File: src/verilog/montPkg.sv
`default_nettype none

package montPkg;

    // control FSM states, sequenced by montCtrl
    typedef enum logic [2:0] {
        IDLE,
        LOAD,
        ITERATE,
        RESOLVE,
        SUBTRACT,
        FINISH
    } ctrlState_t;

    // segmented adder opcodes
    typedef enum logic [1:0] {
        ADD_IDLE,    // hold
        ADD_RESOLVE, // sum plus carry
        ADD_SUBMOD,  // resolved minus modulus
        ADD_PRESUM   // opB plus modulus, during load
    } addMode_t;

endpackage

`default_nettype wire

File: src/verilog/addendSelect.sv
`default_nettype none

module addendSelect #(
    parameter int WIDTH = 64,
    parameter int SEG = 16,
    localparam int NSEG = WIDTH / SEG,
    localparam int SEGW = (NSEG > 1) ? $clog2(NSEG) : 1
) (
    input  logic             clk,
    input  logic             resetn,
    input  logic             loadEn,
    input  logic [WIDTH-1:0] opB,
    input  logic [WIDTH-1:0] modulus,
    input  logic             presumEn,
    input  logic [SEG:0]     presumSeg,
    input  logic [SEGW-1:0]  segIdx,
    input  logic             aBit,
    input  logic             parity,
    output logic [WIDTH:0]   addend,
    output logic [WIDTH-1:0] opBHeld,
    output logic [WIDTH-1:0] modHeld
);

    logic [WIDTH:0] presum; // opB + modulus needs one extra bit
    logic           quotient;

    // operands are held for the whole product, later starts do not touch them
    always_ff @(posedge clk)
    begin
        if (!resetn)
        begin
            opBHeld <= '0;
            modHeld <= '0;
        end
        else if (loadEn)
        begin
            opBHeld <= opB;
            modHeld <= modulus;
        end
    end

    always_ff @(posedge clk)
    begin
        if (presumEn)
        begin
            presum[segIdx*SEG +: SEG] <= presumSeg[SEG-1:0];
            if (segIdx == SEGW'(NSEG - 1))
                presum[WIDTH] <= presumSeg[SEG]; // carry out of the top segment
        end
    end

    // quotient bit makes the accumulator even after this addend
    assign quotient = parity ^ (aBit & opBHeld[0]);

    always_comb
    begin
        case ({aBit, quotient})
            2'b00:   addend = '0;
            2'b10:   addend = {1'b0, opBHeld};
            2'b01:   addend = {1'b0, modHeld};
            default: addend = presum;
        endcase
    end

endmodule

`default_nettype wire

File: src/verilog/csaAccum.sv
`default_nettype none

module csaAccum #(
    parameter int WIDTH = 64
) (
    input  logic           clk,
    input  logic           resetn,
    input  logic           clearEn,
    input  logic           iterEn,
    input  logic [WIDTH:0] addend,
    output logic [WIDTH:0] sumVec,
    output logic [WIDTH:0] carryVec,
    output logic           parity
);

    logic [WIDTH:0] sumReg;
    logic [WIDTH:0] carryReg;
    logic [WIDTH:0] csaSum;   // weight 2^i
    logic [WIDTH:0] csaCarry; // weight 2^(i+1)

    // one full-adder cell per bit, no carry ripple between them
    genvar i;
    generate
        for (i = 0; i <= WIDTH; i = i + 1)
        begin : gBit
            assign csaSum[i]   = sumReg[i] ^ carryReg[i] ^ addend[i];
            assign csaCarry[i] = (sumReg[i] & carryReg[i]) |
                                 (sumReg[i] & addend[i]) |
                                 (carryReg[i] & addend[i]);
        end
    endgenerate

    // halving the pair: sum drops its low bit, carry loses its implicit x2
    always_ff @(posedge clk)
    begin
        if (!resetn || clearEn)
        begin
            sumReg   <= '0;
            carryReg <= '0;
        end
        else if (iterEn)
        begin
            sumReg   <= {1'b0, csaSum[WIDTH:1]};
            carryReg <= csaCarry;
        end
    end

    assign sumVec   = sumReg;
    assign carryVec = carryReg;

    // low bit of sum + carry, decides whether the modulus gets added
    assign parity = sumReg[0] ^ carryReg[0];

    // the quotient from addendSelect must leave the pair even
    evenBeforeShift: assert property (
        @(posedge clk) disable iff (!resetn)
        iterEn |-> !csaSum[0]
    ) else $error("csaAccum: odd value shifted out during iteration");

endmodule

`default_nettype wire

File: src/verilog/segAdder.sv
`default_nettype none

module segAdder
    import montPkg::*;
#(
    parameter int WIDTH = 64,
    parameter int SEG = 16,
    localparam int NSEG = WIDTH / SEG,
    localparam int SEGW = (NSEG > 1) ? $clog2(NSEG) : 1
) (
    input  logic             clk,
    input  logic             resetn,
    input  addMode_t         addMode,
    input  logic [SEGW-1:0]  segIdx,
    input  logic [WIDTH:0]   sumVec,
    input  logic [WIDTH:0]   carryVec,
    input  logic [WIDTH-1:0] opB,
    input  logic [WIDTH-1:0] modulus,
    output logic [SEG:0]     presumSeg,
    output logic [WIDTH-1:0] result
);

    logic [SEG-1:0]   segA;
    logic [SEG-1:0]   segB;
    logic [SEG:0]     segSum;
    logic             carryIn;
    logic             carryReg; // carry between segments
    logic             segLast;
    logic [WIDTH-1:0] resolved;
    logic             resTop;   // bit WIDTH of the resolved value
    logic [WIDTH-1:0] diffReg;
    logic [WIDTH-1:0] diffNext;
    logic             keepDiff;

    always_comb
    begin
        segA = '0;
        segB = '0;
        case (addMode)
            ADD_RESOLVE:
            begin
                segA = sumVec[segIdx*SEG +: SEG];
                segB = carryVec[segIdx*SEG +: SEG];
            end
            ADD_SUBMOD:
            begin
                segA = resolved[segIdx*SEG +: SEG];
                segB = ~modulus[segIdx*SEG +: SEG]; // two's complement with carryIn
            end
            ADD_PRESUM:
            begin
                segA = opB[segIdx*SEG +: SEG];
                segB = modulus[segIdx*SEG +: SEG];
            end
            default: ;
        endcase
    end

    // first segment gets the initial carry, the rest the registered one
    assign carryIn = (segIdx == '0) ? (addMode == ADD_SUBMOD) : carryReg;
    assign segSum  = {1'b0, segA} + {1'b0, segB} + (SEG+1)'(carryIn);
    assign presumSeg = segSum;
    assign segLast = (segIdx == SEGW'(NSEG - 1));

    always_comb
    begin
        diffNext = diffReg;
        diffNext[segIdx*SEG +: SEG] = segSum[SEG-1:0];
    end

    // no borrow out of the full WIDTH+1 bit subtraction
    assign keepDiff = resTop | segSum[SEG];

    always_ff @(posedge clk)
    begin
        if (addMode == ADD_RESOLVE)
            resolved[segIdx*SEG +: SEG] <= segSum[SEG-1:0];
        if (addMode == ADD_SUBMOD)
            diffReg[segIdx*SEG +: SEG] <= segSum[SEG-1:0];
    end

    always_ff @(posedge clk)
    begin
        if (!resetn)
        begin
            carryReg <= 1'b0;
            resTop   <= 1'b0;
            result   <= '0;
        end
        else
        begin
            if (addMode != ADD_IDLE)
                carryReg <= segSum[SEG];
            if (addMode == ADD_RESOLVE && segLast)
                resTop <= sumVec[WIDTH] ^ carryVec[WIDTH] ^ segSum[SEG];
            if (addMode == ADD_SUBMOD && segLast)
                result <= keepDiff ? diffNext : resolved;
        end
    end

    segIdxRange: assert property (
        @(posedge clk) disable iff (!resetn)
        (addMode != ADD_IDLE) |-> (int'(segIdx) < NSEG)
    ) else $error("segAdder: segment index out of range");

    // subtraction only ever starts right after a full resolve pass
    subAfterResolve: assert property (
        @(posedge clk) disable iff (!resetn)
        (addMode == ADD_SUBMOD && segIdx == '0) |-> $past(addMode) == ADD_RESOLVE
    ) else $error("segAdder: subtract without resolve");

endmodule

`default_nettype wire

File: src/verilog/montCtrl.sv
`default_nettype none

module montCtrl
    import montPkg::*;
#(
    parameter int WIDTH = 64,
    parameter int SEG = 16,
    localparam int NSEG = WIDTH / SEG,
    localparam int SEGW = (NSEG > 1) ? $clog2(NSEG) : 1,
    localparam int ITW = $clog2(WIDTH)
) (
    input  logic             clk,
    input  logic             resetn,
    input  logic             start,
    input  logic [WIDTH-1:0] opA,
    output logic             busy,
    output logic             done,
    output logic             aBit,
    output logic             loadEn,
    output logic             clearEn,
    output logic             iterEn,
    output logic             presumEn,
    output logic [SEGW-1:0]  segIdx,
    output addMode_t         addMode
);

    ctrlState_t       state;
    logic [SEGW-1:0]  segCnt;
    logic [ITW-1:0]   iterCnt;
    logic [WIDTH-1:0] aShift; // opA shifted right one bit per iteration
    logic             segLast;
    logic             iterLast;
    logic             segPhase;

    assign segLast  = (segCnt == SEGW'(NSEG - 1));
    assign iterLast = (iterCnt == ITW'(WIDTH - 1));
    assign segPhase = (state == LOAD) || (state == RESOLVE) || (state == SUBTRACT);

    always_ff @(posedge clk)
    begin
        if (!resetn)
        begin
            state   <= IDLE;
            segCnt  <= '0;
            iterCnt <= '0;
        end
        else
        begin
            case (state)
                IDLE:     if (start) state <= LOAD;
                LOAD:     if (segLast) state <= ITERATE;
                ITERATE:  if (iterLast) state <= RESOLVE;
                RESOLVE:  if (segLast) state <= SUBTRACT;
                SUBTRACT: if (segLast) state <= FINISH;
                FINISH:   state <= IDLE;
                default:  state <= IDLE;
            endcase
            if (segPhase)
                segCnt <= segLast ? '0 : segCnt + 1'b1;
            if (iterEn)
                iterCnt <= iterLast ? '0 : iterCnt + 1'b1;
        end
    end

    always_ff @(posedge clk)
    begin
        if (loadEn)
            aShift <= opA;
        else if (iterEn)
            aShift <= aShift >> 1;
    end

    assign aBit     = aShift[0];
    assign busy     = (state != IDLE);
    assign done     = (state == FINISH);
    assign loadEn   = start && (state == IDLE); // start is ignored while busy
    assign clearEn  = (state == LOAD) && segLast; // accumulator empty before iterating
    assign iterEn   = (state == ITERATE);
    assign presumEn = (state == LOAD);
    assign segIdx   = segCnt;

    always_comb
    begin
        case (state)
            LOAD:     addMode = ADD_PRESUM;
            RESOLVE:  addMode = ADD_RESOLVE;
            SUBTRACT: addMode = ADD_SUBMOD;
            default:  addMode = ADD_IDLE;
        endcase
    end

    // every opA bit is shifted out by the time done rises
    allBitsConsumed: assert property (
        @(posedge clk) disable iff (!resetn)
        done |-> (aShift == '0)
    ) else $error("montCtrl: done before all opA bits were consumed");

endmodule

`default_nettype wire

File: src/verilog/montMul.sv
`default_nettype none

module montMul
    import montPkg::*;
#(
    parameter int WIDTH = 64,
    parameter int SEG = 16,
    localparam int NSEG = WIDTH / SEG,
    localparam int SEGW = (NSEG > 1) ? $clog2(NSEG) : 1
) (
    input  logic             clk,
    input  logic             resetn,
    input  logic             start,
    input  logic [WIDTH-1:0] opA,
    input  logic [WIDTH-1:0] opB,
    input  logic [WIDTH-1:0] modulus,
    output logic [WIDTH-1:0] result,
    output logic             busy,
    output logic             done
);

    logic             aBit;
    logic             loadEn;
    logic             clearEn;
    logic             iterEn;
    logic             presumEn;
    logic [SEGW-1:0]  segIdx;
    addMode_t         addMode;
    logic [SEG:0]     presumSeg;
    logic [WIDTH:0]   addend;
    logic [WIDTH-1:0] opBHeld;  // latched at start
    logic [WIDTH-1:0] modHeld;
    logic [WIDTH:0]   sumVec;
    logic [WIDTH:0]   carryVec;
    logic             parity;

    montCtrl #(
        .WIDTH(WIDTH),
        .SEG(SEG)
    ) ctrl0 (
        .clk(clk),
        .resetn(resetn),
        .start(start),
        .opA(opA),
        .busy(busy),
        .done(done),
        .aBit(aBit),
        .loadEn(loadEn),
        .clearEn(clearEn),
        .iterEn(iterEn),
        .presumEn(presumEn),
        .segIdx(segIdx),
        .addMode(addMode)
    );

    addendSelect #(
        .WIDTH(WIDTH),
        .SEG(SEG)
    ) sel0 (
        .clk(clk),
        .resetn(resetn),
        .loadEn(loadEn),
        .opB(opB),
        .modulus(modulus),
        .presumEn(presumEn),
        .presumSeg(presumSeg),
        .segIdx(segIdx),
        .aBit(aBit),
        .parity(parity),
        .addend(addend),
        .opBHeld(opBHeld),
        .modHeld(modHeld)
    );

    csaAccum #(
        .WIDTH(WIDTH)
    ) acc0 (
        .clk(clk),
        .resetn(resetn),
        .clearEn(clearEn),
        .iterEn(iterEn),
        .addend(addend),
        .sumVec(sumVec),
        .carryVec(carryVec),
        .parity(parity)
    );

    segAdder #(
        .WIDTH(WIDTH),
        .SEG(SEG)
    ) add0 (
        .clk(clk),
        .resetn(resetn),
        .addMode(addMode),
        .segIdx(segIdx),
        .sumVec(sumVec),
        .carryVec(carryVec),
        .opB(opBHeld),
        .modulus(modHeld),
        .presumSeg(presumSeg),
        .result(result)
    );

endmodule

`default_nettype wire

File: config.mk
export PLATFORM = sky130hd
export DESIGN_NAME = montMul
export DESIGN_NICKNAME = d
export VERILOG_FILES = /design/src/verilog/montPkg.sv /design/src/verilog/addendSelect.sv /design/src/verilog/csaAccum.sv /design/src/verilog/segAdder.sv /design/src/verilog/montCtrl.sv /design/src/verilog/montMul.sv
export SDC_FILE = /design/constraint.sdc
export NUM_CORES = 1
export LEC_CHECK = 0
export BUFFER_PORTS_ARGS = -buffer_cell sky130_fd_sc_hd__clkbuf_2
export CELL_PAD_IN_SITES_DETAIL_PLACEMENT = 0
export CELL_PAD_IN_SITES_GLOBAL_PLACEMENT = 1
export CORE_UTILIZATION = 50
export CTS_CLUSTER_DIAMETER = 30
export CTS_CLUSTER_SIZE = 16
export DETAILED_ROUTE_END_ITERATION = 8
export PLACE_DENSITY_LB_ADDON = 0.12
export SETUP_SLACK_MARGIN = 0.02
export SYNTH_ARGS = -nofsm -noshare
export SYNTH_HDL_FRONTEND = slang
export SYNTH_SLANG_ARGS = --single-unit
File: constraint.sdc
create_clock -name clk -period 12.6 [get_ports clk]
set_clock_uncertainty 0.2 [all_clocks]
set_input_delay 1.26 -clock clk [delete_from_list [all_inputs] [get_ports clk]]
set_output_delay 1.26 -clock clk [all_outputs]
set_load 0.01 [all_outputs]
* After elaboration in Yosys (flattened, before gate mapping)
Index checks and enable logic that the tools add are counted.
** Word-level totals
- Logic and storage cells :: 534
- Output and inout port bits :: 66
- Bits of input ports :: 195
- Bits in registers :: 591
** Cells by class
- Mux-type cells :: 20
- Add/subtract/negate cells :: 5
- Bitwise logic cells :: 454
- Reductions and logical operators :: 15
- Shifts and indexed selects :: 9
- Equality and inequality tests :: 17
** Operators with widths (count)
- 65-bit case mux with 3 select lines :: 1
- 1-bit AND :: 194
- 64-bit two-way mux :: 3
- 64-bit by 7-bit indexed part select with 16-bit output :: 3
- 65-bit by 7-bit indexed part select with 16-bit output :: 2
- 1-bit bitwise XOR :: 130
- 1-bit OR :: 129
- 64-bit bitwise mux :: 2
- 16-bit case mux with 3 select lines :: 2
- 65-bit bitwise mux :: 1
- 16-bit by 34-bit variable shift with 65-bit output (first input constant) :: 1
- 16-bit by 34-bit indexed part select with 65-bit output :: 1
- 16-bit by 34-bit variable shift with 64-bit output (first input constant) :: 1
- 16-bit by 34-bit indexed part select with 64-bit output :: 1
- 6-bit negator with 34-bit output :: 1
- 16-bit by 16-bit adder with 17-bit output :: 1
- 17-bit by 1-bit adder with 17-bit output :: 1
- 16-bit inverter :: 1
- 3-bit two-way mux :: 5
- 3-bit case mux with 5 select lines :: 1
- 2-bit equality test (second input constant) :: 4
- 6-bit by 1-bit adder with 6-bit output (second input constant) :: 1
- 3-bit by 2-bit equality test with 1-bit output (second input constant) :: 2
- 3-bit equality test (second input constant) :: 2
- 18 further kinds :: 30

* Logic depth before layout (Yosys ltp)
Gate-level depths: netlist of run 1.
- Depth in word-level cells :: 9
- Gate-level depth with buffers :: 23
- Depth with buffers taken out :: 17

* Modules after synthesis
A second synthesis of run 1 with hierarchy kept.
** Unflattened totals
- Cell total of the unflattened synthesis :: 2551
- Area, all modules :: 29407.0 µm²
** Modules (own cells, without submodules)
- segAdder :: instances 1, area an instance 11402.2 µm², sequential area each 5165.0 µm², cells an instance 1093
- addendSelect :: instances 1, area an instance 8718.4 µm², sequential area each 4514.3 µm², cells an instance 760
- csaAccum :: instances 1, area an instance 5990.7 µm², sequential area each 2582.5 µm², cells an instance 486
- montCtrl :: instances 1, area an instance 3295.7 µm², sequential area each 2142.1 µm², cells an instance 212

* Least setup slack after synthesis of run 1
OpenSTA, ideal clock, no wires.
- Kind :: register to register
- From :: reg ctrl0.state[0]
- To :: reg add0.result[62]
- Setup time :: 0.116 ns
- Path buffers :: 5
- Arrival time :: 4.616 ns
- Cell stages (with the launch flop) :: 21
- Period minus slack after synthesis :: 4.931 ns
- Required time :: 12.284 ns
- Setup slack :: 7.669 ns
- Path through :: dfxtp_1 > buf_2 > nor2_1 > nand2_2 > inv_2 > buf_2 > buf_2 > nor2_1 > a21oi_1 > fa_1 > inv_1 > fa_1 > nor2b_4 > o31ai_2 > a211oi_4 > o211ai_2 > a21o_1 > buf_6 > buf_8 > a32o_1 > a31o_1
** On the way
- Cells in the longest elaborated chain, start to end :: 9
- Elaborated cells on any way between the ends :: 17
- Classes of those cells :: add/sub (2); eq/ne (6); shift (1); mux (6); bitwise (1); reduce/logical (1)
** RTL lines
- start, declared :: RTL line montCtrl.sv:27 : ctrlState_t state;
- start signal, assigned :: RTL line montCtrl.sv:43 : state <= IDLE;
- start signal, assigned :: RTL line montCtrl.sv:50 : IDLE: if (start) state <= LOAD;
- start signal, assigned :: RTL line montCtrl.sv:51 : LOAD: if (segLast) state <= ITERATE;
- 3-bit equality test, or another cell as far along :: RTL line montCtrl.sv:84 : case (state)
- 2-bit case mux with 3 select lines (*) :: RTL line montCtrl.sv:84
- 2-bit equality test, or another cell as far along :: RTL line segAdder.sv:39 : case (addMode)
- 16-bit case mux with 3 select lines :: RTL line segAdder.sv:39
- 16-bit by 16-bit adder with 17-bit output :: RTL line segAdder.sv:61 : assign segSum = {1'b0, segA} + {1'b0, segB} + (SEG+1)'(carryIn);
- 17-bit by 1-bit adder with 17-bit output :: RTL line segAdder.sv:61
- 16-bit by 34-bit indexed part select with 64-bit output :: RTL line segAdder.sv:68 : diffNext[segIdx*SEG +: SEG] = segSum[SEG-1:0];
- 64-bit bitwise mux :: RTL line segAdder.sv:68
- 64-bit two-way mux :: RTL line segAdder.sv:97 : result <= keepDiff ? diffNext : resolved;
- end signal, assigned :: RTL line segAdder.sv:97
- end, declared :: RTL line segAdder.sv:20 : output logic [WIDTH-1:0] result
Mark *: on every way between the ends. The rest lies on a longest branch, timed or not.
A chain may end at the register's enable or synchronous reset.

* Worst setup path after layout of run 1
- From :: reg ctrl0.state[1]
- To :: reg add0.result[62]
** On the way
- Cells in the longest elaborated chain, start to end :: 9
- Elaborated cells on any way between the ends :: 17
- Classes of those cells :: add/sub (2); eq/ne (6); shift (1); mux (6); bitwise (1); reduce/logical (1)
** RTL lines
- 3-bit equality test, or another cell as far along :: RTL line montCtrl.sv:84
- 2-bit case mux with 3 select lines (*) :: RTL line montCtrl.sv:84
- 2-bit equality test, or another cell as far along :: RTL line segAdder.sv:39
- 16-bit case mux with 3 select lines :: RTL line segAdder.sv:39
- 16-bit by 16-bit adder with 17-bit output :: RTL line segAdder.sv:61
- 17-bit by 1-bit adder with 17-bit output (*) :: RTL line segAdder.sv:61
- 16-bit by 34-bit indexed part select with 64-bit output (*) :: RTL line segAdder.sv:68
- 64-bit bitwise mux (*) :: RTL line segAdder.sv:68
- via add0.diffNext[62] :: RTL line segAdder.sv:32 : logic [WIDTH-1:0] diffNext;
- 64-bit two-way mux (*) :: RTL line segAdder.sv:97
Mark *: on every way through the listed nets, which the timed path passes. The rest lies on a longest branch.

==> results of run 1 <==
==> tightest hold or removal path, stage by stage, from the launching register on <==
cell and delay, ns:
dfxtp_1 0.32, nand2_1 0.04, o21ai_0 0.05
==> state kept, by name, summed over array words and instances, names as in the netlist <==
| name | count |
|---|---|
| acc0.carryVec | 65 |
| acc0.sumVec | 64 |
| add0.carryReg | 1 |
| add0.diffReg | 64 |
| add0.resTop | 1 |
| add0.resolved | 64 |
| add0.result | 64 |
| ctrl0.aShift | 64 |
| ctrl0.iterCnt | 6 |
| ctrl0.segIdx | 2 |
| ctrl0.state | 3 |
| sel0.modHeld | 64 |
| sel0.opBHeld | 64 |
| sel0.presum | 65 |
==> where the power goes <==
| group | internal (uW) | total, uW | switching [uW] | leakage (uW) |
|---|---|---|---|---|
| clock network | 2370 | 3540 | 1160 | 0.00230 |
| logic | 151 | 446 | 295 | 0.00514 |
| registers | 2060 | 2120 | 57.4 | 0.00521 |
==> cells in the mapped netlist, drive strengths merged, types with 2 or more instances <==
library cell and count:
a221oi 2, nand2 531, dfxtp 334, a21oi 186, and3 12, edfxtp 257, xnor2 6, xor2 9
inv 143, clkinv 2, fa 65, o211ai 18, o22a 16, or3 20, nand3 29, ha 25
a32oi 7, o22ai 32, mux2i 19, a2111oi 2, a32o 17, a211oi 135, nand4 2, clkbuf 168
nor3 18, o2111ai 3, nor2b 7, o21ai 90, a311oi 7, a221o 61, mux2 80, o2bb2ai 38
a22oi 65, and2 17, a21o 11, nand2b 3, mux4 32, buf 52, nor4 2, a31o 17
nor2 268
==> per-stage QoR <==
step	util [%]	hold slack, ns	worst slack, ns
after floorplan	-	0.246	7.67
after detailed placement	54.0	0.243	6.46
after CTS	62.4	0.253	6.41
after global placement	54.0	0.235	6.49
final	62.4	0.248	6.28
after global routing	62.4	0.280	6.02
==> cell type report <==
cell class	instances	area (um^2)	share of cell area (%)
flip-flops and latches	591	14400	41.7
multi-input cells	1866	12400	35.9
clock buffers	178	3870	11.2
repair buffers	294	1570	4.54
well taps	748	936	2.71
clock inverters	69	808	2.34
inverters	145	549	1.59
diodes	1	2.50	0.00725
==> cells by family (layout without fill, tap and decap cells) <==
group,after synthesis,count (layout),share of synthesized area (%)
and+or+nand+nor,913,913,13.0
AOI/OAI and AO/OA,716,716,17.9
DFF,591,591,51.2
buffers and inverters,365,686,5.23
muxes,131,131,6.44
adders and majority gates,91,91,5.77
xor gates and xnor gates,15,15,0.493
other,0,1,0
==> final timing paths <==
check | from | end | slack (ns) | cells past startpoint
hold reg to reg | add0.result[51] | add0.result[51] | 0.25 | 2
hold / removal | add0.result[51] | add0.result[51] | 0.25 | 2
setup / recovery | ctrl0.state[1] | add0.result[62] | 6.28 | 17
setup reg to reg | ctrl0.state[1] | add0.result[62] | 6.28 | 17
==> routing by layer <==
layer	global-route usage, %	wire length [um]	vias up
met2	56.5	47500	1169
met4	21.2	5890	0
met5	0	0	-
met3	8.14	8580	241
li1	-	-	10500
met1	48.3	42000	11600
==> flow_metrics.py, run 1 <==
metrics = {
    "outcome": {
        "status": "complete, no violations",
    },
    "yosys": {
        "yosysSeqAreaShare_pct": 51.2,
        "ys.warnings.count": 0,
        "syn_nets": 3107,
        "synth_area_per_cell_um2": 9.97,
        "synthTopCellsByArea": "edfxtp_1 (27%), dfxtp_1 (24%), nand2_1 (7.1%)",
        "async_flop_share_pct": 0,
        "synth_top_cell_area_share_pct": 27.4,
        "synth_area_leader_cell": "edfxtp_1",
        "synth_enable_flop_cells": 257,
        "ys_seq_elements": 591,
        "syn_inst": 2822,
        "yosysUniqueCellTypes": 72,
        "syn_area_mm2": 0.0281,
        "synth_flop_cell": "dfxtp_1",
    },
    "cells_and_area": {
        "num-fill-cells": 4728,
        "nNetsFinal": 3316,
        "fin_area_mm2": 0.0345,
        "syn_to_final_growth_pct": 22.7,
        "final_common_cell": "nand2_1",
        "final_cell_mix": "nand2_1 (527), dfxtp_1 (331), nor2_1 (267)",
        "stdcell_count": 3892,
        "drive_gt1_share_pct": 21.6,
    },
    "sta": {
        "rsz0062_at_grt": "no",
        "timing.slew.headroom_pct": 6.50,
        "drv_slew": 0,
        "finalHoldViolCount": 0,
        "setup_violations": 0,
        "finalSetupTns_ns": 0,
        "fin_crit_sh_pct": 50.1,
        "worst_pin_slew_ns": 1.40,
        "fmax_ghz": 0.158,
        "fin_crit_ns": 6.32,
    },
    "clocking": {
        "cts_inserted_buffers": 133,
        "insertion_delay_ns": 0.72,
        "tritoncts": "built",
        "clockRootBuffer": "clkbuf_16",
        "clkTransAtPathRegs_ns": 0.05,
        "cts_sinks": 591,
        "post_cts_buffers": 0,
        "cts.path.max_buffers": 3,
        "holdBufCountCts": 0,
        "cts_htree_levels": 4,
        "cts.repair.resized": 0,
    },
    "placement": {
        "gp_congestion": 0.982,
        "placed_area_mm2": 0.0299,
        "io_buffers": 260,
        "place_inst": 3644,
        "dp_hpwl_um": 73700,
    },
    "floorplanning": {
        "rows": 86,
        "fp.dieH_um": 239,
        "core_area_mm2": 0.0553,
        "pin_count": 261,
        "die_w_um": 239,
        "die_area_mm2": 0.0572,
        "start_util_pct": 50.9,
    },
    "job": {
        "cap_violations": 0,
    },
    "global_route": {
        "gr-usage-all-layers_pct": 36.9,
        "grt_pass1_vias": 23200,
        "grt_overflow": 0,
        "grt_max_degree": 258,
        "grt_pass1_wl_um": 152000,
        "antenna_found_initial": 5,
    },
    "detailed_routing": {
        "post_drt_wl_per_cell_um": 26.7,
        "first_iter_violations": 2522,
        "ant_nets": 0,
        "drt_drc_violations_left": 0,
        "wirelength_um": 104000,
        "routed_via_density": 6.04,
        "first_pass_iters": 8,
        "vias": 23500,
    },
    "critical_path": {
        "critical_path_required_ns": 13.00,
        "worstSetupEndpointType": "register",
        "slowest_stage": "a311oi_2",
        "crit_type": "reg -> reg",
        "cpLargestDelayFamily": "compound AO/OA/AOI/OAI gates",
        "crit_path_start_kind": "register",
        "crit_buf_inv": 3,
        "crit_path_cell_trace": "buf_4 -> nor2_1 -> nand2_2 -> inv_4 -> buf_4 -> a221o_1 -> nor2_1 -> o41ai_1 -> nand2_1 -> fa_1 -> nor2b_4 -> o31ai_2 -> a211oi_4 -> nor3_1 -> a311oi_2 -> o2bb2ai_1 -> a31o_1",
        "crit_fanout": 51,
        "cpPeakStageDelay_ns": 0.91,
        "cp.arrival_ns": 6.71,
    },
    "power_and_ir_drop": {
        "cellLeakagePower_uw": 0.0127,
        "total_power_uw": 6110,
        "power_density_mw_per_mm2": 177,
        "ir_drop_mv": 0.125,
    },
    "hold_path": {
        "hp-class": "reg -> reg",
    },
}
Power figures use the tool's default switching activity.
==> inputs of run 2 (changes only) <==
--- a/config.mk
+++ b/config.mk
@@ -8,7 +8,7 @@
 export BUFFER_PORTS_ARGS = -buffer_cell sky130_fd_sc_hd__clkbuf_2
 export CELL_PAD_IN_SITES_DETAIL_PLACEMENT = 0
 export CELL_PAD_IN_SITES_GLOBAL_PLACEMENT = 1
-export CORE_UTILIZATION = 50
+export CORE_UTILIZATION = 42
 export CTS_CLUSTER_DIAMETER = 30
 export CTS_CLUSTER_SIZE = 16
 export DETAILED_ROUTE_END_ITERATION = 8
==> constraint.sdc (replaced) <==
create_clock -name clk -period 5.73 [get_ports clk]
set_clock_uncertainty 0.2 [all_clocks]
set_input_delay 0.573 -clock clk [delete_from_list [all_inputs] [get_ports clk]]
set_output_delay 0.573 -clock clk [all_outputs]
set_load 0.01 [all_outputs]
==> run 2 against run 1 <==
The run now ends with DRC left. Non-clock buffer count increased by 229. Critical path depth decreased by 1. Global-route usage decreased by 5.1 points. Clock power increased by 130%. Register-to-register slack got worse by 5.8 ns. Wire length increased by 3.4%. Final cell count increased by 9.2%. Maximum frequency increased by 20%. Total power increased by 130%. First-iteration DRC count decreased by 17%. Critical endpoint is now add0.diffReg[26].
==> flow_metrics.py, run 2 (synthesis gave the netlist of run 1 again) <==
metrics = {
    "detailed_routing": {
        "first_iter_violations": 2087,
        "first_pass_iters": 8,
        "ant_nets": 0,
        "routed_via_density": 5.65,
        "wirelength_um": 107000,
        "post_drt_wl_per_cell_um": 25.3,
        "vias": 24000,
        "drt_drc_violations_left": 12,
    },
    "floorplanning": {
        "start_util_pct": 42.7,
        "pin_count": 261,
        "die_area_mm2": 0.0681,
        "rows": 94,
        "core_area_mm2": 0.0660,
        "die_w_um": 261,
        "fp.dieH_um": 261,
    },
    "clocking": {
        "insertion_delay_ns": 0.72,
        "clkTransAtPathRegs_ns": 0.05,
        "cts_inserted_buffers": 143,
        "cts_sinks": 591,
        "tritoncts": "built",
        "cts_htree_levels": 4,
        "clockRootBuffer": "clkbuf_16",
        "cts.path.max_buffers": 3,
    },
    "cells_and_area": {
        "multi_input_area_mm2": 0.0124,
        "seq_area_mm2": 0.0144,
        "n_antenna_cell": 0,
        "final_cell_mix": "nand2_1 (527), dfxtp_1 (331), nor2_1 (267)",
        "num-fill-cells": 5660,
        "drive_gt1_share_pct": 21.3,
        "final_common_cell": "nand2_1",
        "syn_to_final_growth_pct": 32.1,
        "nNetsFinal": 3555,
        "fin_area_mm2": 0.0372,
    },
    "sta": {
        "fin_crit_ns": 5.26,
        "timing.slew.headroom_pct": 17.2,
        "postLayoutSetupSlackWorst_ns": 0.473,
        "finalSetupTns_ns": 0,
        "fin_crit_sh_pct": 91.7,
        "setup_violations": 0,
        "fmax_ghz": 0.190,
        "worst_pin_slew_ns": 1.24,
        "rsz0062_at_grt": "no",
        "hold_ws_ns": 0.151,
        "finalHoldViolCount": 0,
        "drv_slew": 0,
    },
    "hold_path": {
        "holdCritStartpoint": "start",
        "min_path_cells": 2,
        "worstHoldEndpoint": "ctrl0.aShift[63]",
        "hp-class": "in -> reg",
    },
    "power_and_ir_drop": {
        "pwr-share-clk_pct": 58.3,
        "pwr-share-comb_pct": 8.0,
        "switching_power_uw": 3370,
        "total_power_uw": 13800,
        "seqPwrFrac_pct": 33.7,
        "ir_drop_mv": 0.280,
        "power.internal_uw": 10500,
        "swShare_pct": 24.4,
        "cellLeakagePower_uw": 0.0138,
        "power_density_mw_per_mm2": 372,
    },
    "placement": {
        "pre_cts_ws_ns": 0.610,
        "placed_area_mm2": 0.0304,
        "dp_hpwl_um": 76900,
        "gp_congestion": 0.955,
        "io_buffers": 260,
    },
    "critical_path": {
        "crit_path_start_kind": "register",
        "worstSetupEndpointType": "register",
        "cpPeakStageDelay_ns": 0.60,
        "r2r_cells": 16,
        "r2r_slack_ns": 0.47,
        "critical_path_required_ns": 5.98,
        "slowest_stage": "xor2_1",
        "cp.arrival_ns": 5.50,
        "reg2reg_from": "ctrl0.segIdx[0]",
        "r2r_end": "add0.diffReg[26]",
        "crit_path_cell_trace": "clkinv_1 -> buf_4 -> a221o_1 -> and2_1 -> o211ai_1 -> a21oi_1 -> fa_1 -> inv_1 -> fa_1 -> nor2b_4 -> o31ai_2 -> a211oi_4 -> nor2_1 -> xor2_1 -> nor2_1 -> a21o_1",
        "crit_type": "reg -> reg",
        "crit_fanout": 15,
    },
    "global_route": {
        "grt.met1_usage_pct": 42.0,
        "grt_overflow": 0,
        "grt_pass1_vias": 23800,
        "antenna_found_initial": 5,
        "gr-usage-all-layers_pct": 31.8,
        "grt_pass1_wl_um": 157000,
        "grt-busiest-layer": "met2",
        "met2_usage_pct": 50.2,
        "use_met3_pct": 6.06,
        "grt_max_degree": 81,
    },
    "job": {
        "cap_violations": 0,
    },
    "outcome": {
        "violations": "DRC",
        "status": "complete, but fails checks",
    },
}
## run 2: through the flow
step	instances	util, %
final	4252	56.3
after global placement	3797	46.0
after global routing	4252	56.3
after floorplan	2822	-
after CTS	4252	56.3
after detailed placement	3797	46.0
## run 2: per-layer routing
metal	vias up	wire (um)
met2	968	50000
met3	192	7270
met1	11800	45600
met4	2	4630
met5	-	14
li1	11100	-
## run 2: repair_timing
action                                 4_1_cts  5_1_grt
hold buffers                               192        0
buffers inserted                             0        0
resized for setup                            0        0
endpoints found under the hold margin      192        0
## run 2: power by group through the flow
stage,Combinational [uW],Sequential (uW),Clock [uW]
after floorplan,620,4660,0
after global placement,982,4730,0
after detailed placement,989,4730,0
after CTS,1100,4660,8130
after global routing,1190,4670,8370
final,1110,4670,8060
## run 2: worst max-delay path: cells and delay by family, from the launching register on
| family | cells | cell delay (ns) |
|---|---|---|
| AO/OA/AOI/OAI | 6 | 1.45 |
| adder cells (fa/ha/maj) | 2 | 0.74 |
| buffers and inverters | 3 | 0.87 |
| flip-flops | 1 | 0.52 |
| XOR/XNOR | 1 | 0.60 |
| AND/OR/NAND/NOR | 4 | 0.60 |
## run 2: layout make-up
cell class              count  area share (%)
flip-flops and latches    591            38.8
multi-input cells        1866            33.3
clock buffers             198            11.3
repair buffers            523            10.4
well taps                 864            2.91
clock inverters            65            1.87
inverters                 145            1.48
## run 2: worst max-delay path by stage
stage	slack [ns]	end	from	cells after the start
floorplan	0.80	add0.result[62]	ctrl0.state[0]	20
global placement	0.69	add0.diffReg[26]	ctrl0.segIdx[0]	16
detailed placement	0.61	add0.diffReg[42]	ctrl0.segIdx[0]	16
CTS	0.60	add0.diffReg[26]	ctrl0.segIdx[0]	16
global route	0.24	add0.diffReg[26]	ctrl0.segIdx[0]	16
finish	0.47	add0.diffReg[26]	ctrl0.segIdx[0]	16
